## src/hdl/core_pkg.sv

```systemverilog
package core_pkg;

  localparam int addr_width = 32;
  localparam int data_width = 32;
  localparam int sel_width = 4;

  localparam logic [addr_width-1:0] reset_pc = 32'h0000_0000;
  localparam int ram_words = 1024; // indexed by adr[11:2]
  localparam logic [data_width-1:0] nop_inst = 32'h0000_0013; // addi x0, x0, 0

  typedef enum logic [1:0] {
    fetch_req,  // cycle pending or open on the bus
    fetch_resp, // ack seen, decide keep or drop
    fetch_hold  // instruction waits for downstream
  } fetch_state_t;

  typedef enum logic [2:0] {
    op_lw,
    op_lb,
    op_lbu,
    op_sw,
    op_sb
  } lsu_op_t;

  typedef enum logic [1:0] {
    lsu_idle,
    lsu_bus,
    lsu_done
  } lsu_state_t;

  typedef enum logic [1:0] {
    arb_idle,
    arb_m0,
    arb_m1
  } arb_state_t;

endpackage
```

## src/hdl/wb_if.sv

```systemverilog
`timescale 1ns/1ps

interface wb_if;

  logic cyc;
  logic stb;
  logic we;
  logic [core_pkg::addr_width-1:0] adr;
  logic [core_pkg::data_width-1:0] dat_w;
  logic [core_pkg::sel_width-1:0] sel;
  logic [core_pkg::data_width-1:0] dat_r;
  logic ack;

  modport master (
    output cyc, stb, we, adr, dat_w, sel,
    input dat_r, ack
  );

  modport slave (
    input cyc, stb, we, adr, dat_w, sel,
    output dat_r, ack
  );

endinterface

```

## src/hdl/fetch_unit.sv

```systemverilog
`timescale 1ns/1ps

module fetch_unit
  import core_pkg::*;
(
  input logic clock,
  input logic reset,
  input logic run,
  input logic flush,
  input logic [addr_width-1:0] dnpc,
  input logic ready,
  output logic valid,
  output logic [addr_width-1:0] pc,
  output logic [data_width-1:0] inst,
  wb_if.master bus
);

  fetch_state_t state;
  fetch_state_t state_next;
  logic [addr_width-1:0] pc_next;
  logic [data_width-1:0] inst_next;
  logic stale;
  logic stale_next;
  logic open_q;
  logic [addr_width-1:0] adr_q;
  logic stb;

  // once opened the cycle stays up until ack, even if run drops
  assign stb = (state == fetch_req) & (run | open_q);

  assign bus.cyc = stb;
  assign bus.stb = stb;
  assign bus.we = 1'b0;
  assign bus.adr = open_q ? adr_q : pc; // frozen while the cycle is open
  assign bus.dat_w = '0;
  assign bus.sel = '1; // whole word

  assign valid = (state == fetch_hold) & ~flush;

  always_ff @(posedge clock) begin
    if (reset) begin
      state <= fetch_req;
      pc <= reset_pc;
      inst <= nop_inst;
      stale <= 1'b0;
      open_q <= 1'b0;
    end else begin
      state <= state_next;
      pc <= pc_next;
      inst <= inst_next;
      stale <= stale_next;
      open_q <= stb & ~bus.ack;
    end
  end

  always_ff @(posedge clock) begin
    if (stb & ~open_q) begin
      adr_q <= pc; // first cycle of stb
    end
  end

  always_comb begin
    state_next = state;
    pc_next = pc;
    inst_next = inst;
    stale_next = stale;
    case (state)
      fetch_req: begin
        if (flush) begin
          pc_next = dnpc;
          if (stb) begin
            stale_next = 1'b1; // read already on the bus, drop it later
          end
        end
        if (bus.ack) begin
          state_next = fetch_resp;
          if (~stale_next) begin
            inst_next = bus.dat_r;
          end
        end
      end
      fetch_resp: begin
        stale_next = 1'b0;
        if (flush) begin
          state_next = fetch_req;
          pc_next = dnpc;
        end else if (stale) begin
          state_next = fetch_req; // refetch from the redirect target
        end else begin
          state_next = fetch_hold;
        end
      end
      fetch_hold: begin
        if (flush) begin
          state_next = fetch_req;
          pc_next = dnpc;
        end else if (ready & valid) begin
          state_next = fetch_req;
          pc_next = pc + 32'd4;
        end
      end
      default: begin
        state_next = fetch_req;
      end
    endcase
  end

  // request address must not move under an open cycle, flush or not
  assert property (@(posedge clock) disable iff (reset)
    (bus.stb && !bus.ack) |=> $stable(bus.adr))
    else $error("fetch_unit: adr changed during open cycle");

endmodule

```

## src/flat_wrapper.sv

```systemverilog
// flat-port wrapper written by rule: the top's interface ports become plain ports
module fetch_unit_flat import core_pkg::*;
  (clock, reset, run, flush, dnpc, ready, valid, pc, inst, bus_cyc, bus_stb, bus_we, bus_adr, bus_dat_w, bus_sel, bus_dat_r, bus_ack);
  wb_if bus_i ();
  input logic clock;
  input logic reset;
  input logic run;
  input logic flush;
  input logic [addr_width-1:0] dnpc;
  input logic ready;
  output logic valid;
  output logic [addr_width-1:0] pc;
  output logic [data_width-1:0] inst;
  output wire logic [$bits(bus_i.cyc)-1:0] bus_cyc;
  output wire logic [$bits(bus_i.stb)-1:0] bus_stb;
  output wire logic [$bits(bus_i.we)-1:0] bus_we;
  output wire logic [$bits(bus_i.adr)-1:0] bus_adr;
  output wire logic [$bits(bus_i.dat_w)-1:0] bus_dat_w;
  output wire logic [$bits(bus_i.sel)-1:0] bus_sel;
  input wire logic [$bits(bus_i.dat_r)-1:0] bus_dat_r;
  input wire logic [$bits(bus_i.ack)-1:0] bus_ack;
  assign bus_cyc = bus_i.cyc;
  assign bus_stb = bus_i.stb;
  assign bus_we = bus_i.we;
  assign bus_adr = bus_i.adr;
  assign bus_dat_w = bus_i.dat_w;
  assign bus_sel = bus_i.sel;
  assign bus_i.dat_r = bus_dat_r;
  assign bus_i.ack = bus_ack;
  fetch_unit u_core (.clock(clock), .reset(reset), .run(run), .flush(flush), .dnpc(dnpc), .ready(ready), .valid(valid), .pc(pc), .inst(inst), .bus(bus_i));
endmodule
```

## config.mk

```make
export PLATFORM = sky130hd
export DESIGN_NAME = fetch_unit_flat
export DESIGN_NICKNAME = d
export VERILOG_FILES = /design/src/hdl/core_pkg.sv /design/src/hdl/wb_if.sv /design/src/hdl/fetch_unit.sv /design/src/flat_wrapper.sv
export SDC_FILE = /design/constraint.sdc
export NUM_CORES = 1
export LEC_CHECK = 0
export BUFFER_PORTS_ARGS = -buffer_cell sky130_fd_sc_hd__buf_2
export CAP_MARGIN = 25
export CORE_ASPECT_RATIO = 1.25
export CORE_MARGIN = 3
export CORE_UTILIZATION = 54
export CTS_BUF_LIST = sky130_fd_sc_hd__clkbuf_4
export DETAILED_ROUTE_END_ITERATION = 8
export PLACE_DENSITY = 0.88
export SLEW_MARGIN = 0
export SYNTH_ARGS = -nofsm -noshare
export SYNTH_HDL_FRONTEND = slang
export SYNTH_SLANG_ARGS = --single-unit
export TNS_END_PERCENT = 20
```

## constraint.sdc

```tcl
create_clock -name clock -period 10.97 [get_ports clock]
set_input_delay 1.6455 -clock clock [delete_from_list [all_inputs] [get_ports clock]]
set_output_delay 1.6455 -clock clock [all_outputs]
set_load 0.02 [all_outputs]
```

==> out/metrics.cfg <==
[outcome]
status = finished clean

[sta]
drv_slew = 0
finalHoldViolCount = 0
finalClockSkew_ns = 0.0101
setup_viol = 0
min_period_over_period_pct = 41.9
rsz0062_at_grt = false
setup_tns_ns = 0
timing.hold.ws_ns = 0.507
post-route-min-period_ns = 4.60
worst_slew_pin_slew_ns = 0.967
maxSlewHeadroom_pct = 35.3
fmax_ghz = 0.218

[setup_path]
r2r_cells = 7
worst-path-max-fanout = 55
required_ns = 9.32
path_class = input port to output pin
r2r-start = u_core.state[1]$_SDFFE_PP0P_
cp.arrival_ns = 2.95
reg2reg_setup_slack_ns = 8.32
cp-start-kind = input port
r2r_end = u_core.pc[30]$_SDFFE_PP0P_
critPathCaptureType = output pin

[yosys]
yosysUniqueCellTypes = 59
synth_flop_cell = dfxtp_1
synthMuxAreaShare_pct = 13.2
synth_common_cells = dfxtp_1, nor2_1, buf_4, a21oi_1, nand2_1
yosysMostFrequentCell = dfxtp_1
synth.top_cell.area_share_pct = 27.2
ys_ff_latch = 100
avgSynthCellArea_um2 = 9.59
synth_top_area_cell = dfxtp_1
synth_compound_area_share_pct = 13.8
synth_top_family_by_area = simple AND/OR/NAND/NOR gates
yosys.area_share.simple_pct = 16.5
async_flop_share_pct = 0
seq_area_frac_synth_pct = 46.4
synthXorXnorAreaFrac_pct = 0
ys_warn_count = 0
synth_edf_count = 32
syn-cell-area_um2 = 5000
post_synth_main_area_contributors = dfxtp_1, edfxtp_1, mux2_2, mux2i_1, buf_4
synthAdderAreaFrac_pct = 0.250
syn_inst = 522

[global_route]
gr-total-overflow = 0
track_usage_pct = 23.5
grt_pass1_vias = 4101
grt_max_degree = 72
antenna_found_initial = 1
grt_first_pass_wirelength_um = 20200

[pwr]
p_leak_nw = 2.65
powerDensity_nw_per_um2 = 134
ir_drop_mv = 0.0716

[floorplan]
die_h_um = 114
initial_core_util_pct = 56.6
die-area_um2 = 10500
rows = 38
io_pins = 206
die_w_um = 92.1
core_area_um2 = 8840

[placed_design]
dp.final_hpwl_um = 8960
gp_congestion = 0.834
placed_cells = 773
io_buffers = 168
post_dp_cell_area_um2 = 5710

[drt]
wire_per_inst_um = 15.9
route.detailed.drc = 0
postRouteAntennaNets = 0
vias_per_cell = 5.55
vias = 4387
wl_um = 12500
drtPass1Iterations = 4
drtIter0Drc = 307

[clocking]
cts_resized = 0
tritoncts = built
cts_num_sinks = 100
cts_max_level = 3
hold_buffers = 0
cts.root.buffer_cell = clkbuf_4
ctsLongestPathBuffers = 2
cts.reportedPaths.clkPinSlew_ns = 0.14
post_cts.repair.setup_buffers = 0
cts_buffers = 9
insertion_delay_ns = 0.45

[job]
cap_violations = 0

[cells_and_area]
final_nets = 735
synthToLayoutAreaGrowth_pct = 16.8
fill_cells = 742
layout.cells.non_filler = 790
final_area_um2 = 5850
final_layout_size_suffix_gt1_share_pct = 33.3

[worst_hold_path]
hp-class = flop to flop
min_from = u_core.pc[0]$_SDFFE_PP0P_
hold_path_end = u_core.pc[0]$_SDFFE_PP0P_
hold_path_depth = 2

flip-flops by register name (all words and copies together), names as in the netlist:
register	flops
u_core.state	2
u_core.stale	1
u_core.adr_q	32
u_core.inst	32
u_core.pc	32
u_core.open_q	1
cells in the final DEF (no fill, tap or decap), types with 5 or more instances in the layout:
master and n:
nor2_1 53, a31oi_1 11, nand4_1 9, nor3_1 8, clkbuf_4 12, nand3_1 15, dfxtp_1 67, a21oi_1 36
buf_2 168, and2_1 6, inv_1 6, o31ai_1 5, and3_1 9, conb_1 37, nand2_1 35, edfxtp_1 32
mux2i_1 31, o21ai_0 20, mux2_2 31
final cells by class:
type | count | area, µm² | share of cell area (%)
multi-input combinational | 374 | 2340 | 40.0
timing repair buffer | 172 | 871 | 14.9
clock buffer | 12 | 90.1 | 1.54
antenna | 1 | 2.50 | 0.0428
clock inverter | 4 | 41.3 | 0.706
tap | 120 | 150 | 2.57
inverter | 7 | 31.3 | 0.535
sequential | 100 | 2320 | 39.7
logic make-up (layout without fill, tap and decap cells):
kind of cell             after synthesis  count (layout)
buffers and inverters                 83             195
multiplexers                          62              62
adder cells (fa/ha/maj)                1               1
other                                  2              38
AO/OA/AOI/OAI                        108             108
AND/OR/NAND/NOR                      166             166
flip-flops                           100             100
critical path, cell delays in order:
cell      delay [ns]
buf_2           0.14
or3b_2          0.44
buf_4           0.31
clkinv_4        0.20
buf_2           0.19
report_power, final:
group          internal, W  total [W]  switching [W]
registers         0.000412   0.000437      0.0000247
logic            0.0000604   0.000159      0.0000987
clock network    0.0000754   0.000189       0.000113
metal layers:
metal / routed length, µm / GRT usage (%) / part of all wire [%]
met5: 0 / 0 / 0
met4: 150 / 8.52 / 1.2
met3: 1110 / 5.47 / 8.9
met2: 6330 / 40.3 / 50
met1: 4950 / 29.1 / 39
per-stage QoR:
stage | setup slack [ns] | power (W) | utilization (%)
detailed placement | 6.41 | 0.000605 | 64.6
floorplan | 5.70 | 0.000560 | -
global route | 6.30 | 0.000820 | 66.1
CTS | 6.40 | 0.000789 | 66.1
finish | 6.37 | 0.000785 | 66.1
global placement | 6.42 | 0.000598 | 64.6
worst max path at each step:
stage | start | to | slack [ns]
floorplan | run | u_core.adr_q[0]$_DFFE_PP_ | 5.70
detailed placement | flush | valid | 6.41
finish | flush | valid | 6.37
global route | flush | valid | 6.30
global placement | flush | valid | 6.42
CTS | flush | valid | 6.40
Note: power is estimated with default switching activity, not from simulation.
