`src/hdl/core_pkg.sv`:
```
package core_pkg;

  localparam int addr_width = 32;
  localparam int data_width = 32;
  localparam int sel_width = 4;

  localparam logic [addr_width-1:0] reset_pc = 32'h0000_0000;
  localparam int ram_words = 1024; // indexed by adr[11:2]
  localparam logic [data_width-1:0] nop_inst = 32'h0000_0013; // addi x0, x0, 0

  typedef enum logic [1:0] {
    fetch_req,  // cycle pending or open on the bus
    fetch_resp, // ack seen, decide keep or drop
    fetch_hold  // instruction waits for downstream
  } fetch_state_t;

  typedef enum logic [2:0] {
    op_lw,
    op_lb,
    op_lbu,
    op_sw,
    op_sb
  } lsu_op_t;

  typedef enum logic [1:0] {
    lsu_idle,
    lsu_bus,
    lsu_done
  } lsu_state_t;

  typedef enum logic [1:0] {
    arb_idle,
    arb_m0,
    arb_m1
  } arb_state_t;

endpackage
```
`src/hdl/wb_if.sv`:
```
`timescale 1ns/1ps

interface wb_if;

  logic cyc;
  logic stb;
  logic we;
  logic [core_pkg::addr_width-1:0] adr;
  logic [core_pkg::data_width-1:0] dat_w;
  logic [core_pkg::sel_width-1:0] sel;
  logic [core_pkg::data_width-1:0] dat_r;
  logic ack;

  modport master (
    output cyc, stb, we, adr, dat_w, sel,
    input dat_r, ack
  );

  modport slave (
    input cyc, stb, we, adr, dat_w, sel,
    output dat_r, ack
  );

endinterface

```
`src/hdl/wb_arbiter.sv`:
```
`timescale 1ns/1ps

module wb_arbiter
  import core_pkg::*;
(
  input logic clock,
  input logic reset,
  wb_if.slave m0,
  wb_if.slave m1,
  wb_if.master s
);

  arb_state_t state;
  arb_state_t state_next;
  arb_state_t grant;
  logic last_m1; // m1 was served last
  logic req0;
  logic req1;

  assign req0 = m0.cyc & m0.stb;
  assign req1 = m1.cyc & m1.stb;

  always_comb begin
    state_next = state;
    case (state)
      arb_idle: begin
        if (req0 & (~req1 | last_m1)) begin
          state_next = arb_m0;
        end else if (req1) begin
          state_next = arb_m1;
        end
      end
      arb_m0, arb_m1: begin
        if (s.ack) begin
          state_next = arb_idle;
        end
      end
      default: begin
        state_next = arb_idle;
      end
    endcase
  end

  // idle decision is forwarded at once, no added cycle
  assign grant = (state == arb_idle) ? state_next : state;

  always_comb begin
    s.cyc = 1'b0;
    s.stb = 1'b0;
    s.we = m0.we;
    s.adr = m0.adr;
    s.dat_w = m0.dat_w;
    s.sel = m0.sel;
    if (grant == arb_m0) begin
      s.cyc = m0.cyc;
      s.stb = m0.stb;
    end else if (grant == arb_m1) begin
      s.cyc = m1.cyc;
      s.stb = m1.stb;
      s.we = m1.we;
      s.adr = m1.adr;
      s.dat_w = m1.dat_w;
      s.sel = m1.sel;
    end
  end

  assign m0.ack = s.ack & (state == arb_m0);
  assign m1.ack = s.ack & (state == arb_m1);
  assign m0.dat_r = s.dat_r;
  assign m1.dat_r = s.dat_r;

  always_ff @(posedge clock) begin
    if (reset) begin
      state <= arb_idle;
      last_m1 <= 1'b1; // fetch wins the first tie
    end else begin
      state <= state_next;
      if (s.ack & (state != arb_idle)) begin
        last_m1 <= (state == arb_m1);
      end
    end
  end

  assert property (@(posedge clock) disable iff (reset) s.ack |-> (m0.ack || m1.ack))
    else $error("wb_arbiter: ack not routed to any master");

endmodule

```
`src/flat_wrapper.sv`:
```
// flat-port wrapper written by rule: the top's interface ports become plain ports
module wb_arbiter_flat import core_pkg::*;
  (clock, reset, m0_cyc, m0_stb, m0_we, m0_adr, m0_dat_w, m0_sel, m0_dat_r, m0_ack, m1_cyc, m1_stb, m1_we, m1_adr, m1_dat_w, m1_sel, m1_dat_r, m1_ack, s_cyc, s_stb, s_we, s_adr, s_dat_w, s_sel, s_dat_r, s_ack);
  wb_if m0_i ();
  wb_if m1_i ();
  wb_if s_i ();
  input logic clock;
  input logic reset;
  input wire logic [$bits(m0_i.cyc)-1:0] m0_cyc;
  input wire logic [$bits(m0_i.stb)-1:0] m0_stb;
  input wire logic [$bits(m0_i.we)-1:0] m0_we;
  input wire logic [$bits(m0_i.adr)-1:0] m0_adr;
  input wire logic [$bits(m0_i.dat_w)-1:0] m0_dat_w;
  input wire logic [$bits(m0_i.sel)-1:0] m0_sel;
  output wire logic [$bits(m0_i.dat_r)-1:0] m0_dat_r;
  output wire logic [$bits(m0_i.ack)-1:0] m0_ack;
  input wire logic [$bits(m1_i.cyc)-1:0] m1_cyc;
  input wire logic [$bits(m1_i.stb)-1:0] m1_stb;
  input wire logic [$bits(m1_i.we)-1:0] m1_we;
  input wire logic [$bits(m1_i.adr)-1:0] m1_adr;
  input wire logic [$bits(m1_i.dat_w)-1:0] m1_dat_w;
  input wire logic [$bits(m1_i.sel)-1:0] m1_sel;
  output wire logic [$bits(m1_i.dat_r)-1:0] m1_dat_r;
  output wire logic [$bits(m1_i.ack)-1:0] m1_ack;
  output wire logic [$bits(s_i.cyc)-1:0] s_cyc;
  output wire logic [$bits(s_i.stb)-1:0] s_stb;
  output wire logic [$bits(s_i.we)-1:0] s_we;
  output wire logic [$bits(s_i.adr)-1:0] s_adr;
  output wire logic [$bits(s_i.dat_w)-1:0] s_dat_w;
  output wire logic [$bits(s_i.sel)-1:0] s_sel;
  input wire logic [$bits(s_i.dat_r)-1:0] s_dat_r;
  input wire logic [$bits(s_i.ack)-1:0] s_ack;
  assign m0_i.cyc = m0_cyc;
  assign m0_i.stb = m0_stb;
  assign m0_i.we = m0_we;
  assign m0_i.adr = m0_adr;
  assign m0_i.dat_w = m0_dat_w;
  assign m0_i.sel = m0_sel;
  assign m0_dat_r = m0_i.dat_r;
  assign m0_ack = m0_i.ack;
  assign m1_i.cyc = m1_cyc;
  assign m1_i.stb = m1_stb;
  assign m1_i.we = m1_we;
  assign m1_i.adr = m1_adr;
  assign m1_i.dat_w = m1_dat_w;
  assign m1_i.sel = m1_sel;
  assign m1_dat_r = m1_i.dat_r;
  assign m1_ack = m1_i.ack;
  assign s_cyc = s_i.cyc;
  assign s_stb = s_i.stb;
  assign s_we = s_i.we;
  assign s_adr = s_i.adr;
  assign s_dat_w = s_i.dat_w;
  assign s_sel = s_i.sel;
  assign s_i.dat_r = s_dat_r;
  assign s_i.ack = s_ack;
  wb_arbiter u_core (.clock(clock), .reset(reset), .m0(m0_i), .m1(m1_i), .s(s_i));
endmodule
```
`config.mk`:
```
export PLATFORM = sky130hd
export DESIGN_NAME = wb_arbiter_flat
export DESIGN_NICKNAME = d
export VERILOG_FILES = /design/src/hdl/core_pkg.sv /design/src/hdl/wb_if.sv /design/src/hdl/wb_arbiter.sv /design/src/flat_wrapper.sv
export SDC_FILE = /design/constraint.sdc
export NUM_CORES = 1
export LEC_CHECK = 0
export ABC_CLOCK_PERIOD_IN_PS = 2000
export BUFFER_PORTS_ARGS = -buffer_cell sky130_fd_sc_hd__buf_2
export CAP_MARGIN = 15
export CORE_AREA = 2 2 121 123
export DETAILED_ROUTE_END_ITERATION = 8
export DIE_AREA = 0 0 123 125
export HOLD_SLACK_MARGIN = 0.12
export PLACE_DENSITY = 0.62
export SKIP_LAST_GASP = 1
export SLEW_MARGIN = 0
export SYNTH_ARGS = -nofsm -noshare
export SYNTH_HDL_FRONTEND = slang
export SYNTH_SLANG_ARGS = --single-unit
```
`constraint.sdc`:
```
create_clock -name clock -period 2 [get_ports clock]
set_input_delay 0.2 -clock clock [delete_from_list [all_inputs] [get_ports clock]]
set_output_delay 0.2 -clock clock [all_outputs]
set_load 0.03 [all_outputs]
```
==> results of run 1 <==
-- how the worst min path moves through the flow --
| stage | cells past startpoint | slack [ns] | startpoint | endpoint |
|---|---|---|---|---|
| after floorplan | 1 | 0.27 | reset | u_core.state[1] |
| after global placement | 2 | 0.39 | reset | u_core.state[1] |
| after detailed placement | 2 | 0.40 | reset | u_core.state[0] |
| after CTS | 2 | 0.17 | reset | u_core.state[0] |
| after global routing | 2 | 0.18 | reset | u_core.state[1] |
| final | 2 | 0.16 | reset | u_core.state[0] |
-- critical path, delay by kind of cell, from the launching register on --
kind            cells  cell delay [ns]
simple gates        2             0.48
buf+inv             3             0.38
flops               1             0.37
compound gates      1             0.25
mux                 1             0.23
fa+ha+maj           1             0.22
-- layer usage --
metal  part of all wire  vias up
li1                   -     2170
met1               0.39     2319
met2               0.49      292
met3              0.084       65
met4              0.036        0
met5                  0        -
-- cells by family (layout without fill, tap and decap cells) --
| family | after synthesis | count (layout) | share of synthesized area |
|---|---|---|---|
| and+or+nand+nor | 159 | 159 | 0.318 |
| AOI/OAI and AO/OA | 150 | 151 | 0.367 |
| buffers and inverters | 144 | 296 | 0.274 |
| adders and majority gates | 4 | 4 | 0.0161 |
| DFF | 3 | 3 | 0.0193 |
| muxes | 2 | 2 | 0.00644 |
| other | 0 | 2 | 0 |
-- cell type report --
type / count / area, um^2 / share of cell area
diodes: 2 / 5.00 / 0.000893
clock buffers: 4 / 78.8 / 0.0141
inverters: 3 / 13.8 / 0.00246
multi-input cells: 316 / 2870 / 0.511
flip-flops and latches: 3 / 67.6 / 0.0121
well taps: 184 / 230 / 0.0411
repair buffers: 289 / 2340 / 0.418
-- registers in the layout (all words and copies together), names as in the netlist --
| signal | cells |
|---|---|
| u_core.last_m1 | 1 |
| u_core.state | 2 |
-- cell usage in the layout, fill, tap and decap left out, types with 2 or more instances in the layout --
master     synthesis  final
a21oi_1            2      2
a2bb2oi_1          2      2
and2_1             2      2
buf_12             0     20
buf_16             0      5
buf_2              5    146
buf_4             65     98
buf_6              8     11
clkbuf_16          0     11
dfxtp_4            0      2
diode_2            0      2
ha_1               4      2
ha_4               0      2
nand2_1            2      2
nand2b_2           0      2
nand4_1          140    140
nor2b_1            4      2
nor3_1             2      2
o211ai_1          69     69
o21a_4             0      2
o31ai_1           71     11
o31ai_2            0     32
o31ai_4            0     28
-- power breakdown --
part	total (mW)	internal [mW]	switching, mW
Clock	0.318	0.263	0.0548
Combinational	2.49	1.07	1.42
Sequential	0.0706	0.0646	0.00606
Total	2.88	1.40	1.48
-- repair_timing --
action,in CTS,in global routing
setup buffers,5,3
resized for setup,119,67
pin swaps,9,34
cloned,6,12
endpoints found under the setup margin,71,71
==> metrics.cfg, run 1 <==
[setup_path]
critPathKind=flip-flop to output pin
rr_startpoint=u_core.state[1]
worstPathMaxFanout=11
cp_slowest_cell=dfxtp_4
crit_path_start=u_core.state[0]
max_stage_delay_ns=0.37
r2r-end=u_core.last_m1
worstSetupStartpointType=flip-flop
path_cells=inv_4 > ha_4 > nor2b_4 > o311ai_4 > and3_4 > buf_12 > mux2i_2 > buf_6
endpoint_kind=output pin
required_ns=1.80
r2r_cells=7
cp.arrival_ns=2.17
crit_path_end=s_cyc
rrSetupSlack_ns=0.52

[sta]
maxSlewViolCount=0
skew_ns=0.000534
hold_viol_final=0
setup_viol=71
relSlewSlack=0.794
fin_setup_tns_ns=-23.21
max_freq_mhz=422
holdWs_ns=0.162
setup_ws_ns=-0.367
finalCritPeriodShare=1.18
layout_min_cycle_time_ns=2.37
worstMarginPinSlew_ns=0.309
rsz0062_at_grt=yes

[cells_and_area]
nFillCells=1439
drive_above_1_share=0.610
area_delta_synth_final_pct=80.2
final_cells=801
finalNetCount=797
design_area_um2=5600
fin_util=0.395

[floorplanning]
core_um2=14200
ios=314
die_height_um=125
die-area_um2=15400
start_util=0.219
die_w_um=123
fp-row-count=44

[grt]
overflow=0
use_met2=0.332
grt_use_met1=0.228
grt_use_total=0.193
first_global_vias=4568
grt_pass1_wl_um=23800
antenna_found_initial=2
use_met3=0.0370
grt_max_degree=54
gr-max-usage-layer=met2

[power]
peakVddDrop_uv=197
total_power_mw=2.88
leakagePower_nw=2.31
power_density_nw_per_um2=514

[logic_synthesis]
syn_area_per_cell_um2=6.73
ys_async_sr_fraction=0
synth_edf_count=0
syn_inst=462
yosys_warnings=0
yosysTopAreaCellShare=0.282
yosysUniqueCellTypes=30
synth_top_cell_by_area=nand4_1
syn_nets=643
synth_area_um2=3110
ys_seq_elements=3
synthTopCellsByCount=nand4_1 (140), o31ai_1 (71), o211ai_1 (69)
ys_top_cells_by_area=nand4_1 (28%), o31ai_1 (17%), o211ai_1 (17%)
synth_ff_type=dfxtp_1
yosysSeqAreaShare=0.0193
synth.most_common_cell=nand4_1

[placement]
dp_slack_ns=-0.208
place_area_um2=4260
gp_congestion=0.815
io_buffer_count=217
post-dp-hpwl_um=10400
dp_cells=770

[cts]
cts_sinks=3
htree_levels=1
cts_tree=built
cts_buffer_depth=2
clkSlewWorstSetupHoldPaths_ns=0.03
clk_latency_ns=0.22
numCtsBuffers=3
postCtsHoldBufs=0
cts_root_buf=clkbuf_16

[drt]
wire_per_inst_um=22.2
drt_iter0_markers=371
dr.pass1.iters=5
vias_per_cell=6.05
wirelength_um=17800
drc=0
num_vias=4846
ant_nets=0

[run_status]
violations=negative setup slack
status=finished, violations left

[flow_run]
cap_viol_max_count=0

[worst_hold_path]
min_path_type=input pin to flip-flop

Note: power is estimated with default switching activity, not from simulation.
==> run 2: changes to the inputs <==
--- a/config.mk
+++ b/config.mk
@@ -13,7 +13,6 @@
 export DIE_AREA = 0 0 123 125
 export HOLD_SLACK_MARGIN = 0.12
 export PLACE_DENSITY = 0.62
-export SKIP_LAST_GASP = 1
 export SLEW_MARGIN = 0
 export SYNTH_ARGS = -nofsm -noshare
 export SYNTH_HDL_FRONTEND = slang
==> run 2 against run 1 <==
Critical path type unchanged. Hold slack is essentially flat. Register-to-register slack is essentially flat. Utilization is the same. Routed wire length shrank 1.0%. Sequential cell count is the same. Via count grew 0.68%. Combinational power is essentially flat. The flow still finishes with violations (negative setup slack). Sequential share of layout area is the same.
==> metrics.cfg, run 2 (synthesis results as in run 1) <==
[run_status]
status=finished, violations left
violations=negative setup slack

[cts]
cts_buffer_depth=2  ; unchanged
htree_levels=1  ; unchanged
clk_latency_ns=0.22  ; about the same
cts_tree=built
cts_sinks=3  ; unchanged
clkSlewWorstSetupHoldPaths_ns=0.03  ; about the same
numCtsBuffers=3  ; unchanged
postCtsHoldBufs=0  ; unchanged
cts_root_buf=clkbuf_16

[power]
switching_share=0.517  ; +0.00371
leakagePower_nw=2.30  ; -0.68%
internal-power_mw=1.38  ; -1.2%
peakVddDrop_uv=188  ; -4.5%
seqPwrFrac=0.025  ; about the same
p_sw_mw=1.48  ; +0.27%
power_density_nw_per_um2=512  ; -0.45%
power_frac_comb=0.865  ; about the same
pwr-share-clk=0.111  ; about the same

[sta]
hold_viol_final=0  ; unchanged
setup_ws_ns=-0.400  ; -0.0326 ns
worstMarginPinSlew_ns=0.318  ; +0.00892 ns
layout_min_cycle_time_ns=2.40  ; +0.0326 ns
skew_ns=0.000841  ; +0.000307 ns
finalCritPeriodShare=1.20  ; +0.0163
rsz0062_at_grt=yes
maxSlewViolCount=0  ; unchanged
relSlewSlack=0.788  ; -0.00595
max_freq_mhz=417  ; -1.4%
setup_viol=71  ; unchanged

[drt]
num_vias=4879  ; +0.68%
vias_per_cell=6.11  ; +0.93%
wire_per_inst_um=22.0  ; -0.75%
wirelength_um=17600  ; -1.0%
dr.pass1.iters=5  ; unchanged
drt_iter0_markers=406  ; +9.4%
ant_nets=0  ; unchanged
drc=0  ; unchanged

[grt]
overflow=0  ; unchanged
grt_use_total=0.193  ; +0.000655
first_global_vias=4584  ; +0.35%
antenna_found_initial=2  ; unchanged
grt_pass1_wl_um=23900  ; +0.18%
grt_max_degree=54  ; unchanged

[floorplanning]
die_w_um=123  ; unchanged
die-area_um2=15400  ; unchanged
die_height_um=125  ; unchanged
fp-row-count=44  ; unchanged
ios=314  ; unchanged
start_util=0.219  ; unchanged
core_um2=14200  ; unchanged

[placement]
place_area_um2=4260  ; unchanged
dp_cells=770  ; unchanged
gp_congestion=0.815  ; unchanged
io_buffer_count=217  ; unchanged
post-dp-hpwl_um=10400  ; unchanged

[setup_path]
worstSetupStartpointType=flip-flop
critPathKind=flip-flop to output pin
endpoint_kind=output pin
required_ns=1.80  ; about the same
worstPathMaxFanout=10  ; -1
cp.arrival_ns=2.20  ; +0.03 ns

[cells_and_area]
multi_input_area_um2=2920  ; +2.0%
largest_reg_flops=2  ; unchanged
area_delta_synth_final_pct=80.2  ; unchanged
design_area_um2=5600  ; unchanged
register_area_um2=67.6  ; unchanged
final_cell_mix=buf_2 (146), nand4_1 (140), buf_4 (98), o211ai_1 (69), o31ai_4 (35)
nFillCells=1427  ; -0.83%
final_common_cell=buf_2
drive_above_1_share=0.607  ; -0.00290
top_register=u_core.state
finalNetCount=795  ; -0.25%
final_cells=799  ; -0.25%
largestRegisters=u_core.state (2), u_core.last_m1 (1)

[flow_run]
cap_viol_max_count=0  ; unchanged

[worst_hold_path]
min_path_type=input pin to flip-flop

[run 2: metrics by stage]
| stage | setup slack [ns] | power [mW] | hold WS, ns | util | TNS [ns] |
|---|---|---|---|---|---|
| 2_1_floorplan | -0.203 | 1.56 | 0.267 | - | -13.67 |
| 3_3_place_gp | -0.207 | 1.97 | 0.394 | 0.300 | -7.01 |
| 3_5_place_dp | -0.208 | 1.97 | 0.398 | 0.300 | -8.31 |
| 4_1_cts | -0.369 | 2.65 | 0.165 | 0.351 | -23.60 |
| 5_1_grt | -0.464 | 3.00 | 0.177 | 0.394 | -27.85 |
| 6_report | -0.400 | 2.87 | 0.162 | 0.395 | -23.14 |
[run 2: power by group through the flow]
| stage | registers [mW] | clock network, mW | logic, mW |
|---|---|---|---|
| 2_1_floorplan | 0.0724 | 0 | 1.49 |
| 3_3_place_gp | 0.0712 | 0 | 1.90 |
| 3_5_place_dp | 0.0711 | 0 | 1.90 |
| 4_1_cts | 0.0710 | 0.322 | 2.26 |
| 5_1_grt | 0.0717 | 0.324 | 2.60 |
| 6_report | 0.0713 | 0.317 | 2.48 |
[run 2: metal layers]
metal | wire [um] | track usage | part of all wire | vias up
met2 | 8520 | 0.331 | 0.48 | 332
met5 | 0 | 0 | 0 | -
met3 | 1590 | 0.0370 | 0.090 | 75
met4 | 729 | 0.0896 | 0.041 | 0
met1 | 6750 | 0.230 | 0.38 | 2295
li1 | - | - | - | 2177
[run 2: final timing paths]
check	cells after the start	end	start	slack (ns)
setup / recovery	10	s_adr[20]	u_core.state[0]	-0.40
hold / removal	2	u_core.state[0]	reset	0.16
setup reg to reg	7	u_core.last_m1	u_core.state[1]	0.51
hold reg to reg	3	u_core.last_m1	u_core.last_m1	0.66
[run 2: final cells by class]
cell class / count / share of cell area
Multi-Input combinational cell: 316 / 0.521
Antenna cell: 2 / 0.000893
Clock buffer: 4 / 0.0141
Sequential cell: 3 / 0.0121
Inverter: 3 / 0.00290
Timing Repair Buffer: 287 / 0.408
Tap cell: 184 / 0.0411
[run 2: what timing repair did]
item                                    CTS  global route
resized for setup                       125            69
endpoints found under the setup margin   71            71
pin swaps                                11            56
setup buffers                             5             4
gates cloned                              6            10
[run 2: worst max-delay path, cell delays in order (launching register included)]
cell	delay (ns)
dfxtp_4	0.37
inv_4	0.05
ha_4	0.22
nor2b_4	0.13
buf_6	0.13
o21ai_4	0.19
buf_6	0.16
buf_12	0.14
nand4_1	0.12
o211ai_1	0.25
buf_4	0.20
