--- config.mk ---
export PLATFORM = sky130hd
export DESIGN_NAME = load_store_unit_flat
export DESIGN_NICKNAME = d
export VERILOG_FILES = /design/src/hdl/core_pkg.sv /design/src/hdl/wb_if.sv /design/src/hdl/load_store_unit.sv /design/src/flat_wrapper.sv
export SDC_FILE = /design/constraint.sdc
export NUM_CORES = 1
export LEC_CHECK = 0
export BUFFER_PORTS_ARGS = -buffer_cell sky130_fd_sc_hd__buf_2
export CAP_MARGIN = 15
export CORE_ASPECT_RATIO = 0.7
export CORE_MARGIN = 3
export CORE_UTILIZATION = 42
export CTS_CLUSTER_SIZE = 12
export DETAILED_ROUTE_END_ITERATION = 8
export PLACE_DENSITY = 0.82
export SYNTH_ARGS = -nofsm -noshare
export SYNTH_HDL_FRONTEND = slang
export SYNTH_SLANG_ARGS = --single-unit
--- constraint.sdc ---
create_clock -name clock -period 2.2 [get_ports clock]
set_input_delay 0 -clock clock [delete_from_list [all_inputs] [get_ports clock]]
set_output_delay 0 -clock clock [all_outputs]
set_load 0.02 [all_outputs]
--- src/hdl/core_pkg.sv ---
package core_pkg;

  localparam int addr_width = 32;
  localparam int data_width = 32;
  localparam int sel_width = 4;

  localparam logic [addr_width-1:0] reset_pc = 32'h0000_0000;
  localparam int ram_words = 1024; // indexed by adr[11:2]
  localparam logic [data_width-1:0] nop_inst = 32'h0000_0013; // addi x0, x0, 0

  typedef enum logic [1:0] {
    fetch_req,  // cycle pending or open on the bus
    fetch_resp, // ack seen, decide keep or drop
    fetch_hold  // instruction waits for downstream
  } fetch_state_t;

  typedef enum logic [2:0] {
    op_lw,
    op_lb,
    op_lbu,
    op_sw,
    op_sb
  } lsu_op_t;

  typedef enum logic [1:0] {
    lsu_idle,
    lsu_bus,
    lsu_done
  } lsu_state_t;

  typedef enum logic [1:0] {
    arb_idle,
    arb_m0,
    arb_m1
  } arb_state_t;

endpackage
--- src/hdl/wb_if.sv ---
`timescale 1ns/1ps

interface wb_if;

  logic cyc;
  logic stb;
  logic we;
  logic [core_pkg::addr_width-1:0] adr;
  logic [core_pkg::data_width-1:0] dat_w;
  logic [core_pkg::sel_width-1:0] sel;
  logic [core_pkg::data_width-1:0] dat_r;
  logic ack;

  modport master (
    output cyc, stb, we, adr, dat_w, sel,
    input dat_r, ack
  );

  modport slave (
    input cyc, stb, we, adr, dat_w, sel,
    output dat_r, ack
  );

endinterface

--- src/hdl/load_store_unit.sv ---
`timescale 1ns/1ps

module load_store_unit
  import core_pkg::*;
(
  input logic clock,
  input logic reset,
  input logic req_valid,
  output logic req_ready,
  input lsu_op_t op,
  input logic [addr_width-1:0] addr,
  input logic [data_width-1:0] wdata,
  output logic resp_valid,
  output logic [data_width-1:0] rdata,
  wb_if.master bus
);

  lsu_state_t state;
  lsu_op_t op_q;
  logic [addr_width-1:0] addr_q;
  logic [data_width-1:0] wdata_q;
  logic [data_width-1:0] rdata_q;
  logic is_store;
  logic is_byte;
  logic [sel_width-1:0] byte_sel;
  logic [7:0] lane_byte;
  logic [data_width-1:0] load_value;

  assign is_store = (op_q == op_sw) | (op_q == op_sb);
  assign is_byte = (op_q == op_lb) | (op_q == op_lbu) | (op_q == op_sb);

  assign req_ready = (state == lsu_idle);
  assign resp_valid = (state == lsu_done); // single cycle pulse
  assign rdata = rdata_q;

  assign bus.cyc = (state == lsu_bus);
  assign bus.stb = (state == lsu_bus);
  assign bus.we = is_store;
  assign bus.adr = is_byte ? addr_q : {addr_q[addr_width-1:2], 2'b00};
  assign bus.sel = is_byte ? byte_sel : '1;
  assign bus.dat_w = (op_q == op_sb) ? {sel_width{wdata_q[7:0]}} : wdata_q;

  always_comb begin
    case (addr_q[1:0])
      2'd0: byte_sel = 4'b0001;
      2'd1: byte_sel = 4'b0010;
      2'd2: byte_sel = 4'b0100;
      default: byte_sel = 4'b1000;
    endcase
  end

  assign lane_byte = bus.dat_r[8*addr_q[1:0] +: 8];

  always_comb begin
    case (op_q)
      op_lw: load_value = bus.dat_r;
      op_lb: load_value = {{(data_width-8){lane_byte[7]}}, lane_byte};
      op_lbu: load_value = {{(data_width-8){1'b0}}, lane_byte};
      default: load_value = '0; // stores
    endcase
  end

  always_ff @(posedge clock) begin
    if (reset) begin
      state <= lsu_idle;
    end else begin
      case (state)
        lsu_idle: begin
          if (req_valid) begin
            state <= lsu_bus;
          end
        end
        lsu_bus: begin
          if (bus.ack) begin
            state <= lsu_done;
          end
        end
        default: begin
          state <= lsu_idle;
        end
      endcase
    end
  end

  always_ff @(posedge clock) begin
    if (req_valid & req_ready) begin
      op_q <= op;
      addr_q <= addr;
      wdata_q <= wdata;
    end
    if ((state == lsu_bus) & bus.ack) begin
      rdata_q <= load_value;
    end
  end

endmodule

--- src/flat_wrapper.sv ---
// flat-port wrapper written by rule: the top's interface ports become plain ports
module load_store_unit_flat import core_pkg::*;
  (clock, reset, req_valid, req_ready, op, addr, wdata, resp_valid, rdata, bus_cyc, bus_stb, bus_we, bus_adr, bus_dat_w, bus_sel, bus_dat_r, bus_ack);
  wb_if bus_i ();
  input logic clock;
  input logic reset;
  input logic req_valid;
  output logic req_ready;
  input lsu_op_t op;
  input logic [addr_width-1:0] addr;
  input logic [data_width-1:0] wdata;
  output logic resp_valid;
  output logic [data_width-1:0] rdata;
  output wire logic [$bits(bus_i.cyc)-1:0] bus_cyc;
  output wire logic [$bits(bus_i.stb)-1:0] bus_stb;
  output wire logic [$bits(bus_i.we)-1:0] bus_we;
  output wire logic [$bits(bus_i.adr)-1:0] bus_adr;
  output wire logic [$bits(bus_i.dat_w)-1:0] bus_dat_w;
  output wire logic [$bits(bus_i.sel)-1:0] bus_sel;
  input wire logic [$bits(bus_i.dat_r)-1:0] bus_dat_r;
  input wire logic [$bits(bus_i.ack)-1:0] bus_ack;
  assign bus_cyc = bus_i.cyc;
  assign bus_stb = bus_i.stb;
  assign bus_we = bus_i.we;
  assign bus_adr = bus_i.adr;
  assign bus_dat_w = bus_i.dat_w;
  assign bus_sel = bus_i.sel;
  assign bus_i.dat_r = bus_dat_r;
  assign bus_i.ack = bus_ack;
  load_store_unit u_core (.clock(clock), .reset(reset), .req_valid(req_valid), .req_ready(req_ready), .op(op), .addr(addr), .wdata(wdata), .resp_valid(resp_valid), .rdata(rdata), .bus(bus_i));
endmodule
==> results of run 1 <==
[power by group through the flow]
stage                     clock, mW  combinational, mW  sequential [mW]
after floorplan                   0              0.422             2.36
after global placement            0              0.649             2.33
after detailed placement          0              0.666             2.34
after CTS                      1.59              0.765             2.29
after global routing           1.68              0.825             2.30
final                          1.54              0.768             2.29
[layout make-up]
class / count / area, um2
fill: 765 / 3690
tap: 128 / 160
inverter: 9 / 33.8
clock inverter: 6 / 62.6
timing repair buffer: 284 / 1800
multi-input combinational: 158 / 847
clock buffer: 10 / 229
sequential: 101 / 3010
[sequential cells by signal, summed over array words and instances (netlist names)]
signal / count
u_core.addr_q: 32
u_core.rdata: 32
u_core.wdata_q: 32
u_core.op_q: 3
u_core.state: 2
[worst max-delay path by stage]
stage	start	endpoint	slack, ns	depth (start not counted)
final	u_core.op_q[1]	bus_dat_w[16]	0.17	4
after global routing	u_core.op_q[1]	bus_dat_w[18]	0.06	4
after CTS	u_core.op_q[1]	bus_dat_w[16]	0.07	4
after detailed placement	u_core.addr_q[0]	u_core.rdata[5]	0.41	3
after global placement	u_core.addr_q[0]	u_core.rdata[3]	0.45	3
after floorplan	u_core.state[0]	u_core.rdata[0]	0.15	2
[cell usage in the layout (no fill, tap or decap), drive strengths merged, types with 2 or more instances in the layout]
cell type and n:
xor2 2, a22oi 7, nor2b 4, dlygate4sd3 70
o21ai 2, mux2 7, a21oi 25, dfxtp 2
buf 214, or2 2, edfxtp 99, clkinv 4
inv 9, nand2 86, and2 4, clkbuf 10
nor2 2, o32ai 7, nand2b 2
[logic make-up after synthesis]
logic type	Yosys count	synth area share, %
fa+ha+maj	1	0.262
compound gates	44	6.39
flops	101	70.2
mux	8	2.36
buf+inv	64	10.1
xor+xnor	2	0.408
simple gates	103	10.3
[timing repair]
item,4_1_cts,5_1_grt
endpoints found under the hold margin,69,0
endpoints found under the setup margin,0,16
hold buffers,70,0
resized for setup,0,1
setup buffers,0,0
[per-stage QoR]
step | hold WS (ns) | setup slack, ns | area, um2 | utilization, %
after floorplan | 0.0716 | 0.152 | 4290 | -
after global placement | 0.169 | 0.447 | 5150 | 52.4
after detailed placement | 0.178 | 0.409 | 5150 | 52.4
after CTS | 0.0242 | 0.0715 | 6150 | 62.5
after global routing | 0.0421 | 0.0591 | 6150 | 62.5
final | 0.0478 | 0.173 | 6150 | 62.5
[metal layers]
layer / global-route usage [%] / wire length [um] / up-vias
met1: 22.5 / 4330 / 1550
met3: 6.21 / 914 / 26
met2: 32.4 / 5630 / 186
li1: - / - / 1576
met5: 0 / 0 / -
met4: 6.88 / 276 / 0
[worst min-delay path, cell delays in order]
cell	delay (ns)
sky130_fd_sc_hd__buf_2	0.09
sky130_fd_sc_hd__nand2_1	0.05
sky130_fd_sc_hd__a21oi_1	0.12
==> results.md, run 1 <==
Run status:
- The flow ran to the end, and the final reports show no timing, DRC or antenna violations.

Logic synthesis:
- The biggest area consumer among synthesized cells is sky130_fd_sc_hd__edfxtp_1.
- The cell area after technology mapping is 4290 um2.
- The average size of a mapped cell is 13.3 um2.
- The most common cell in the synthesized netlist is sky130_fd_sc_hd__edfxtp_1.
- Yosys mapped a number of flops with a built-in enable equal to 99.
- Summed over its instances, the top area cell type makes up 69.3% of the synthesized netlist area.
- The main flop type after synthesis is sky130_fd_sc_hd__edfxtp_1.
- The count of mapped cells out of synthesis is 323.
- Sequential cells were found to cover 70.2% of the synthesized design area.
- Yosys attributes the largest share of cell area to sky130_fd_sc_hd__edfxtp_1 (69%), sky130_fd_sc_hd__nand2_1 (7.4%), sky130_fd_sc_hd__buf_4 (7.0%), sky130_fd_sc_hd__a21oi_1 (2.9%), sky130_fd_sc_hd__mux2_2 (1.8%).
- The netlist uses 31 different library cells.
- The share of async-settable or async-resettable flops after synthesis is 0%.
- The net count of the mapped netlist is 426.
- Sorting the synthesized cells by how often they occur yields sky130_fd_sc_hd__edfxtp_1 (99), sky130_fd_sc_hd__nand2_1 (85), sky130_fd_sc_hd__buf_4 (40), sky130_fd_sc_hd__a21oi_1 (25), sky130_fd_sc_hd__inv_1 (8).
- The number of warnings issued by yosys is 0.
- Synthesis inferred 101 register bits.

Worst setup path:
- The cell with the largest stage delay on the worst path is sky130_fd_sc_hd__or3b_2.
- The worst flop-to-flop path endpoint is u_core.rdata[5].
- The launching point of the worst reg2reg path is u_core.addr_q[0].
- The largest incremental delay on the critical path is 0.76 ns.
- The required time at the endpoint of the critical path is 2.20 ns.
- Traced cell by cell, the critical path runs through or3b_2, nand2_1, nand2_1, buf_2.
- The cell type group with the largest total delay on the critical path is simple AND/OR/NAND/NOR gates.
- The worst endpoint data arrival time is slightly above 2 ns.
- The most frequent cell on the critical path is sky130_fd_sc_hd__nand2_1.
- The highest net fanout along the worst path is 25.
- Measured in cells, the most critical reg-to-reg path has a length of 3.
- The number of buffer and inverter stages on the critical path is 1.
- For flop-to-flop paths, the worst setup slack is approximately 0.4 ns.
- The category of the worst setup path capture point is an output port.
- STA classifies the critical path startpoint as a register.
- The critical path start-end classification is reg -> out.

Power:
- The internal power consumption is 3.45 mW.
- Power comes to 4.60 mW.
- In this run, flip-flops and latches consume 49.9% of the power.
- The power spent charging and discharging nets is roughly 1.1 mW.
- Per report_power, the combinational group accounts for 16.7% of the total.
- Per report_power, the clock group accounts for between 30% and 40% of the total.
- The analysis attributes to cell leakage a power of 2.71 nW.
- The worst-case IR drop observed on VDD is 0.547 mV.
- The switching share of total power is 25.0%.
- Power spread over the standard cell area amounts to 749 nW/um2.

Die:
- The placeable core region is 9830 um2.
- In this run the core area contains 30 standard-cell rows.
- The initial core utilization is 43.6%.
- The die height is 90.6 um.
- For this design the top-level I/O count stands at 208.
- In this run the horizontal extent of the chip is 127 um.
- The die covers roughly 11000 um2.

Detailed routing:
- The final wirelength is 11200 um.
- The number of violations reported at the end of detailed-routing iteration 0 is 394.
- In the routed design, unresolved DRC markers number 0.
- The average routed wire per standard cell is 16.0 um.
- The number of antenna-violating nets in the routed design is 0.
- Summing over every cut layer, the via total after detailed routing is 3338.
- The first-pass detailed-route iteration total is 5.
- After detailed routing, the number of vias per cell comes to 4.80.

Timing:
- The smallest clock period supported by the final layout is computed as 2.03 ns.
- The transition at the pin with the smallest max-transition slack is 0.535 ns.
- Based on the critical path, the design can be clocked at up to 493 MHz.
- Setup repair after global routing left no endpoint under its margin.
- The count of pins over their slew limit is 0.
- The post-route clock period utilization is 92.1%.
- The final hold violation count is 0.
- Measured against its own limit, the worst slew margin works out to 64.3%.
- Between clock sinks in the finished design, the worst skew comes to 0.00414 ns.
- The number of failing setup endpoints in the final timing report is 0.
- The final sum of negative setup slack is 0 ns.

Cells and area:
- The final cell count without fillers is 696.
- The layout-stage area growth over the synthesis result is 43.2%.
- The number of nets in the finished design is 666.
- The antenna diode count is 0.
- In the final layout, the share of cells above drive strength 1 is 42.4%.

Hold path:
- Along the worst hold path, the cell count comes to 3.
- The path with the worst hold slack has its endpoint at u_core.rdata[13].
- The class of the tightest hold or removal check is in -> reg.
- The source of the worst hold timing path is bus_dat_r[13].

Clock tree:
- Clock-pin slew was measured on the worst setup and hold paths at 0.07 ns.
- The CTS tree is built.
- Clock tree synthesis selected as its root buffer the cell sky130_fd_sc_hd__clkbuf_16.
- The number of sinks on the clock net is a little over 100.
- At the later pin of the worst-skew pair, clock insertion delay measures 0.33 ns.
- The worst-case clock buffer depth is 2.
- The clock buffer count from CTS is 9.
- The depth of the CTS H-tree is 3.

Placement:
- The cell count after placement is 610.
- At the end of routability-driven placement, the weighted congestion stood at 0.934.
- Summed over all nets, the half-perimeter wirelength after detailed placement is 7650 um.
- The number of buffers added on ports is 207.

GRT:
- Global routing used 19.0% of the available tracks across all layers.
- The number of antenna violations at the first check in global routing came to 0.
- The global-route wire length before repair is 17000 um.
- The pin count of the biggest net entering global routing is 68.
- The leftover overflow at the end of global routing is 0.
- The via count of the first global-routing pass is 3377.

Run:
- The count of max-cap constraint violations is 0.
(Power assumes the default switching activity.)
==> run 2: changes to the inputs <==
--- a/config.mk
+++ b/config.mk
@@ -9,10 +9,11 @@
 export CAP_MARGIN = 15
 export CORE_ASPECT_RATIO = 0.7
 export CORE_MARGIN = 3
-export CORE_UTILIZATION = 42
+export CORE_UTILIZATION = 30
 export CTS_CLUSTER_SIZE = 12
 export DETAILED_ROUTE_END_ITERATION = 8
-export PLACE_DENSITY = 0.82
+export PLACE_DENSITY = 0.63
+export SETUP_SLACK_MARGIN = 0.5
 export SYNTH_ARGS = -nofsm -noshare
 export SYNTH_HDL_FRONTEND = slang
 export SYNTH_SLANG_ARGS = --single-unit
==> run 2 against run 1 <==
  * Worst hold slack worse by 0.0097 ns
  * Cell area up 4.3%
  * Via count down 1.0%
  * Register-to-register slack improved by 0.11 ns
  * Cell count is 9.3% higher
  * Die area is 38% higher
  * Core utilization fell by 15 points
  * Global-route usage shrank 4.7 points
  * Total power up 3.0%
  * Maximum frequency rose by 16%
  * Sequential share of layout area is 2.0 points lower
  * Sequential power barely moved
  * Critical endpoint is now bus_dat_w[13]
  * Largest power group unchanged
  * Highest routed layer unchanged
==> results.md, run 2 (synthesized netlist as in run 1, its figures left out) <==
Run status:
- Status: finished, final reports clean (unchanged).

Worst setup path:
- The highest net fanout along the worst path is 8 (was 25).
- The category of the worst setup path capture point is an output port (unchanged).
- The launching point of the worst reg2reg path is u_core.op_q[1] (was u_core.addr_q[0]).
- The startpoint type of the worst setup path is a register (unchanged).
- The critical path start-end classification is reg -> out (unchanged).
- The worst endpoint data arrival time came to 1.75 ns (was 2.03 ns).
- The timing startpoint of the critical path is u_core.op_q[0] (was u_core.op_q[1]).
- The required time at the endpoint of the critical path came to 2.20 ns (about the same).

Hold path:
- The class of the tightest hold or removal check is in -> reg (unchanged).
- The source of the worst hold timing path is bus_dat_r[10] (was bus_dat_r[13]).

Clock tree:
- The worst-case clock buffer depth is 2 (unchanged).
- The CTS tree is built (unchanged).
- The latest clock arrival within the worst-skew pair is 0.34 ns (was 0.33 ns).
- The buffer cell driving the clock tree root was sky130_fd_sc_hd__clkbuf_16 (unchanged).
- The clock-pin slew on the worst setup and hold paths is 0.07 ns (about the same).
- The number of sinks on the clock net is 101 (unchanged).
- The depth of the CTS H-tree is 3 (unchanged).
- The clock buffer count from CTS is 9 (unchanged).

Cells and area:
- The share of post-route cells with drive strength above 1 is 45.5% (was 42.4%).
- The leading cell type in the layout, fill and taps excluded is sky130_fd_sc_hd__buf_2 (unchanged).
- The number of nets in the finished design came to 674 (was 666).
- The layout-stage area growth over the synthesis result came to 49.4% (was 43.2%).
- Most frequent cells in the layout: sky130_fd_sc_hd__buf_2 (185), sky130_fd_sc_hd__edfxtp_1 (99), sky130_fd_sc_hd__nand2_1 (82) (was sky130_fd_sc_hd__buf_2 (207), sky130_fd_sc_hd__edfxtp_1 (99), sky130_fd_sc_hd__nand2_1 (85)).
- The fraction of the core area covered by cells at the end of the flow is 47.2% (was 62.5%).
- The number of inserted filler cells in the final layout is 1228 (was 765).
- The antenna diode count is 0 (unchanged).

Detailed routing:
- The first-pass detailed-route iteration total is 4 (was 5).
- The via-per-instance ratio is 4.34 (was 4.80).
- The final wirelength is 11800 um (was 11200 um).
- The number of antenna-violating nets in the routed design is 0 (unchanged).
- The average routed wire per standard cell is 15.5 um (was 16.0 um).
- The number of violations reported at the end of detailed-routing iteration 0 is 192 (was 394).
- The via total after detailed routing was 3304 (was 3338).
- The post-detailed-route DRC marker count is 0 (unchanged).

Timing:
- The count of pins over their slew limit is 0 (unchanged).
- The number of failing setup endpoints in the final timing report came to 0 (unchanged).
- The final hold violation count is 0 (unchanged).
- The post-route clock period utilization was 79.4% (was 92.1%).
- The shortest period the worst path allows came to 1.75 ns (was 2.03 ns).
- The setup skew after layout was 0.00598 ns (was 0.00414 ns).
- The relative slew slack came to 70.3% (was 64.3%).
- The transition at the pin with the smallest max-transition slack is 0.446 ns (was 0.535 ns).
- The fmax is 573 MHz (was 493 MHz).
- The final sum of negative setup slack is 0 ns (unchanged).
- Setup repair after global routing missed its margin: true (was false).

Die:
- The placeable core region is 13600 um2 (was 9830 um2).
- The number of core rows is 35 (was 30).
- The die height is 106 um (was 90.6 um).
- The die outline width is 149 um (was 127 um).
- The area of the die is 15800 um2 (was 11500 um2).
- The initial core utilization is 31.6% (was 43.6%).
- The number of I/O pins is 208 (unchanged).

GRT:
- The via count of the first global-routing pass is 3424 (was 3377).
- The global-route wire length before repair is 17600 um (was 17000 um).
- The global-route total usage across every layer is 14.3% (was 19.0%).
- The leftover overflow at the end of global routing came to 0 (unchanged).
- The number of antenna violations at the first check in global routing is 0 (unchanged).
- The pin count of the biggest net entering global routing is 39 (was 68).

Power:
- The static power due to leakage is 2.80 nW (was 2.71 nW).
- The switching share of total power came to 25.9% (was 25.0%).
- The share of total power in the clock network is 34.2% (was 33.5%).
- The relative contribution of combinational cells to total power came to 17.5% (was 16.7%).
- The peak ir drop on the vdd network is 0.525 mV (was 0.547 mV).
- The power spent charging and discharging nets is 1.23 mW (was 1.15 mW).
- The internal power consumption is 3.52 mW (was 3.45 mW).
- The power density over the cells is 739 nW/um2 (was 749 nW/um2).
- The portion of total power attributed to sequential cells is 48.3% (was 49.9%).

Placement:
- The half-perimeter wire length of the detailed placement result is 8020 um (was 7650 um).
- The number of buffers added on ports was 207 (unchanged).
- The weighted congestion at the end of routability-driven global placement was 0.837 (was 0.934).

Run:
- The count of max-cap constraint violations was 0 (unchanged).
## run 2: critical path: stages, from the launching register on
cell                       delay [ns]
sky130_fd_sc_hd__edfxtp_1        0.53
sky130_fd_sc_hd__buf_6           0.19
sky130_fd_sc_hd__nor3b_2         0.17
sky130_fd_sc_hd__buf_6           0.18
sky130_fd_sc_hd__nand2_1         0.10
sky130_fd_sc_hd__nand2_1         0.09
sky130_fd_sc_hd__buf_4           0.15
## run 2: what timing repair did
action                                 in CTS  in global routing
cloned                                      1                  0
gates resized for setup                     5                 36
buffers inserted                            3                  5
endpoints found under the hold margin      69                  0
hold buffers                               70                  0
pin swaps                                   1                  4
setup endpoints to repair                  45                 32
## run 2: area by class of cell
cell class	count	area [um2]	area share [%]
Tap cell	185	231	3.61
Clock inverter	7	81.3	1.27
Clock buffer	9	225	3.51
Multi-Input combinational cell	159	898	14.0
Inverter	9	35.0	0.546
Timing Repair Buffer	291	1930	30.1
Sequential cell	101	3010	47.0
## run 2: path summary, 6_finish.rpt
kind / to / depth (start not counted) / slack, ns
worst max-delay path: bus_dat_w[13] / 6 / 0.45
worst min-delay path: u_core.rdata[10] / 3 / 0.04
worst max register to register: u_core.rdata[27] / 4 / 0.51
worst min register to register: u_core.rdata[7] / 2 / 0.73
## run 2: power groups by stage
stage	Sequential [mW]	Clock, mW	Combinational [mW]
6_report	2.29	1.62	0.829
5_1_grt	2.30	1.77	0.894
4_1_cts	2.29	1.69	0.783
3_5_place_dp	2.34	0	0.669
3_3_place_gp	2.33	0	0.662
2_1_floorplan	2.36	0	0.424
## run 2: routing by layer
| layer | GRT usage [%] | up-vias | part of all wire [%] |
|---|---|---|---|
| li1 | - | 1597 | - |
| met1 | 17.8 | 1557 | 41 |
| met2 | 24.7 | 142 | 51 |
| met3 | 3.92 | 8 | 6.7 |
| met4 | 3.79 | 0 | 1.1 |
| met5 | 0 | - | 0 |
## run 2: metrics by stage
step / power [mW] / area [um2] / cells / setup WS, ns / hold WS (ns)
finish: 4.74 / 6410 / 761 / 0.454 / 0.0381
global route: 4.96 / 6410 / 761 / 0.368 / 0.0279
CTS: 4.76 / 6270 / 756 / 0.389 / 0.0115
detailed placement: 3.01 / 5220 / 666 / 0.365 / 0.178
global placement: 2.99 / 5220 / 666 / 0.392 / 0.172
floorplan: 2.78 / 4300 / 323 / 0.531 / 0.0716
==> run 3: changes to the inputs <==
==> constraint.sdc (replaced) <==
create_clock -name clock -period 1.4 [get_ports clock]
set_input_delay 0 -clock clock [delete_from_list [all_inputs] [get_ports clock]]
set_output_delay 0 -clock clock [all_outputs]
set_load 0.02 [all_outputs]
==> run 3 against run 2 <==
  * The flow now finishes with violations (negative setup slack)
  * Largest power group unchanged
  * Routed wire length up 28%
  * Worst hold slack better by 0.020 ns
  * Via count up 12%
  * Cell count up 7.8%
  * Sequential cell count unchanged
  * Non-clock buffer count up 59
  * Combinational power rose to 2.8 times the previous value
  * Global-route usage up 3.2 points
  * First-iteration DRC count up 23%
  * Total power up 80%
==> results.md, run 3 (synthesized netlist as in run 1, its figures left out) <==
Worst setup path:
- The startpoint type of the worst setup path is a register (unchanged).
- The number of buffer and inverter stages on the critical path was 3 (unchanged).
- The required time at the endpoint of the critical path was 1.49 ns (was 2.20 ns).
- The worst endpoint data arrival time is 1.81 ns (was 1.75 ns).
- The highest net fanout along the worst path was 4 (was 8).
- The largest incremental delay on the critical path is 0.53 ns (about the same).
- The critical path start-end classification is reg -> reg (was reg -> out).
- The cell with the largest stage delay on the worst path is sky130_fd_sc_hd__mux4_2 (was sky130_fd_sc_hd__edfxtp_1).
- Critical Path, Cell by Cell: buf_6, mux4_2, nand2_4, buf_6, clkbuf_16, a21oi_2 (was buf_6, nor3b_2, buf_6, nand2_1, nand2_1, buf_4).
- The category of the worst setup path capture point is a register (was output port).
- The cell type group with the largest total delay on the critical path is multiplexers (was flip-flops).
- By instance count, the cell type seen most on the critical path is sky130_fd_sc_hd__buf_6.

Die:
- The die outline width is 149 um (unchanged).
- The number of I/O pins is 208 (unchanged).
- The die height is 106 um (unchanged).
- The number of core rows is 35 (unchanged).
- The area of the die is 15800 um2 (unchanged).
- The placeable core region came to 13600 um2 (unchanged).
- The initial core utilization is 31.6% (unchanged).

Detailed routing:
- The first-pass detailed-route iteration total is 4 (unchanged).
- The post-detailed-route DRC marker count came to 0 (unchanged).
- The average routed wire per standard cell was 18.4 um (was 15.5 um).
- The number of antenna-violating nets in the routed design is 0 (unchanged).
- The number of violations reported at the end of detailed-routing iteration 0 came to 237 (was 192).
- The via-per-instance ratio came to 4.53 (was 4.34).
- The final wirelength is 15100 um (was 11800 um).
- The via total after detailed routing was 3716 (was 3304).

Placement:
- The number of buffers added on ports came to 207 (unchanged).
- The minimum setup slack after placement came to -0.270 ns (was 0.365 ns).
- The weighted congestion at the end of routability-driven global placement is 0.864 (was 0.837).
- The half-perimeter wire length of the detailed placement result came to 8770 um (was 8020 um).

Run status:
- Status: complete, but fails checks (was finished, final reports clean).
- The final reports fail on negative setup slack.

Clock tree:
- The latest clock arrival within the worst-skew pair is 0.34 ns (about the same).
- The depth of the CTS H-tree is 3 (unchanged).
- The clock buffer count from CTS is 9 (unchanged).
- The clock-pin slew on the worst setup and hold paths is 0.07 ns (about the same).
- The worst-case clock buffer depth is 2 (unchanged).
- The number of sinks on the clock net is 101 (unchanged).
- The CTS tree is built (unchanged).
- The buffer cell driving the clock tree root is sky130_fd_sc_hd__clkbuf_16 (unchanged).

Timing:
- The count of pins over their slew limit is 0 (unchanged).
- The setup skew after layout is 0.00609 ns (was 0.00598 ns).
- The transition at the pin with the smallest max-transition slack came to 0.427 ns (was 0.446 ns).
- The worst setup slack after layout was -0.314 ns (was 0.454 ns).
- Timing would allow up to 583 MHz.
- The shortest period the worst path allows is between 1.5 and 2 ns.
- Setup repair after global routing missed its margin: true (unchanged).
- The final hold violation count is 0 (unchanged).
- The relative slew slack came to 71.6% (was 70.3%).
- Of the available clock period, the critical path in the final layout requires 122%.
- The number of failing setup endpoints in the final timing report is 63 (was 0).

Cells and area:
- The number of inserted filler cells in the final layout is 964 (was 1228).
- The layout-stage area growth over the synthesis result was 102% (was 49.4%).
- The storage element area is 3020 um2 (was 3010 um2).
- Most frequent cells in the layout: sky130_fd_sc_hd__buf_2 (113), sky130_fd_sc_hd__buf_6 (104), sky130_fd_sc_hd__edfxtp_1 (99) (was sky130_fd_sc_hd__buf_2 (185), sky130_fd_sc_hd__edfxtp_1 (99), sky130_fd_sc_hd__nand2_1 (82)).
- The total area of multi-input combinational cells is 1590 um2 (was 898 um2).
- The number of nets in the finished design came to 732 (was 674).
- The share of post-route cells with drive strength above 1 is 65.9% (was 45.5%).
- The fraction of the core area covered by cells at the end of the flow came to 63.8% (was 47.2%).
- The leading cell type in the layout, fill and taps excluded is sky130_fd_sc_hd__buf_2 (unchanged).

Run:
- The count of max-cap constraint violations is 0 (unchanged).

Power:
- The peak ir drop on the vdd network is 0.671 mV (was 0.525 mV).
- The static power due to leakage is 3.64 nW (was 2.80 nW).
- The total power was 8.52 mW (was 4.74 mW).
- The power density over the cells came to 984 nW/um2 (was 739 nW/um2).

GRT:
- The global-route total usage across every layer came to 17.5% (was 14.3%).
- The pin count of the biggest net entering global routing is 25 (was 39).
- The global-route wire length before repair is 21100 um (was 17600 um).
- The number of antenna violations at the first check in global routing is 0 (unchanged).
- The via count of the first global-routing pass came to 3846 (was 3424).
- The leftover overflow at the end of global routing is 0 (unchanged).

Hold path:
- The class of the tightest hold or removal check is in -> reg (unchanged).
[run 3: changes by cell type in the layout (fill, tap and decap cells not counted), sizes merged]
| cell | change |
|---|---|
| clkbuf | +8 |
| buf | +52 |
| or3b | -1 |
| inv | -1 |
| diode | +1 |
| clkinv | +1 |
| clkinvlp | -1 |
[run 3: through the flow]
stage          instance area [um2]  hold WS [ns]  setup TNS [ns]  std cells
2_1_floorplan                 4810        0.0716           -6.74        323
3_3_place_gp                  5930         0.177           -3.93        684
3_5_place_dp                  5930         0.178           -4.72        684
4_1_cts                       7940       0.00376          -15.15        797
5_1_grt                       8660        0.0434          -19.07        819
6_report                      8660        0.0576          -16.35        820
[run 3: layer usage]
metal	share of wire, %	global-route usage, %	vias to the layer above	wire (um)
li1	-	-	1722	-
met1	40	22.0	1818	6050
met2	51	29.3	159	7720
met3	7.3	4.90	17	1110
met4	1.3	5.42	0	199
met5	0	0	-	0
[run 3: power breakdown]
part           internal, mW  switching [mW]
combinational          1.26            1.04
sequential             3.54           0.113
clock                  1.42            1.14
[run 3: what timing repair did]
item / CTS / global route
gates cloned: 12 / 7
buffers inserted: 16 / 14
gates resized for setup: 147 / 127
endpoints found under the hold margin: 69 / 1
hold buffers: 69 / 1
pin swaps: 6 / 11
endpoints found under the setup margin: 191 / 227
[run 3: cell type report]
cell class / instances / share of cell area, %
well taps: 185 / 2.67
flip-flops and latches: 101 / 34.9
repair buffers: 350 / 40.1
multi-input cells: 158 / 18.3
diodes: 1 / 0.0289
inverters: 9 / 0.390
clock buffers: 10 / 2.64
clock inverters: 6 / 0.939
[run 3: path summary, 6_finish.rpt]
check                         from          endpoint  slack, ns  cells after the start
setup reg to reg  u_core.addr_q[1]  u_core.rdata[31]      -0.31                      6
hold / removal        bus_dat_r[9]   u_core.rdata[9]       0.06                      3
hold reg to reg    u_core.state[1]   u_core.state[0]       0.57                      2
setup / recovery  u_core.addr_q[1]  u_core.rdata[31]      -0.31                      6
[run 3: worst reg2reg max path: cells and delay by family, from the launching register on]
kind / cells / cell delay [ns]
compound gates: 1 / 0.04
buf+inv: 3 / 0.39
flops: 1 / 0.39
mux: 1 / 0.53
simple gates: 1 / 0.13
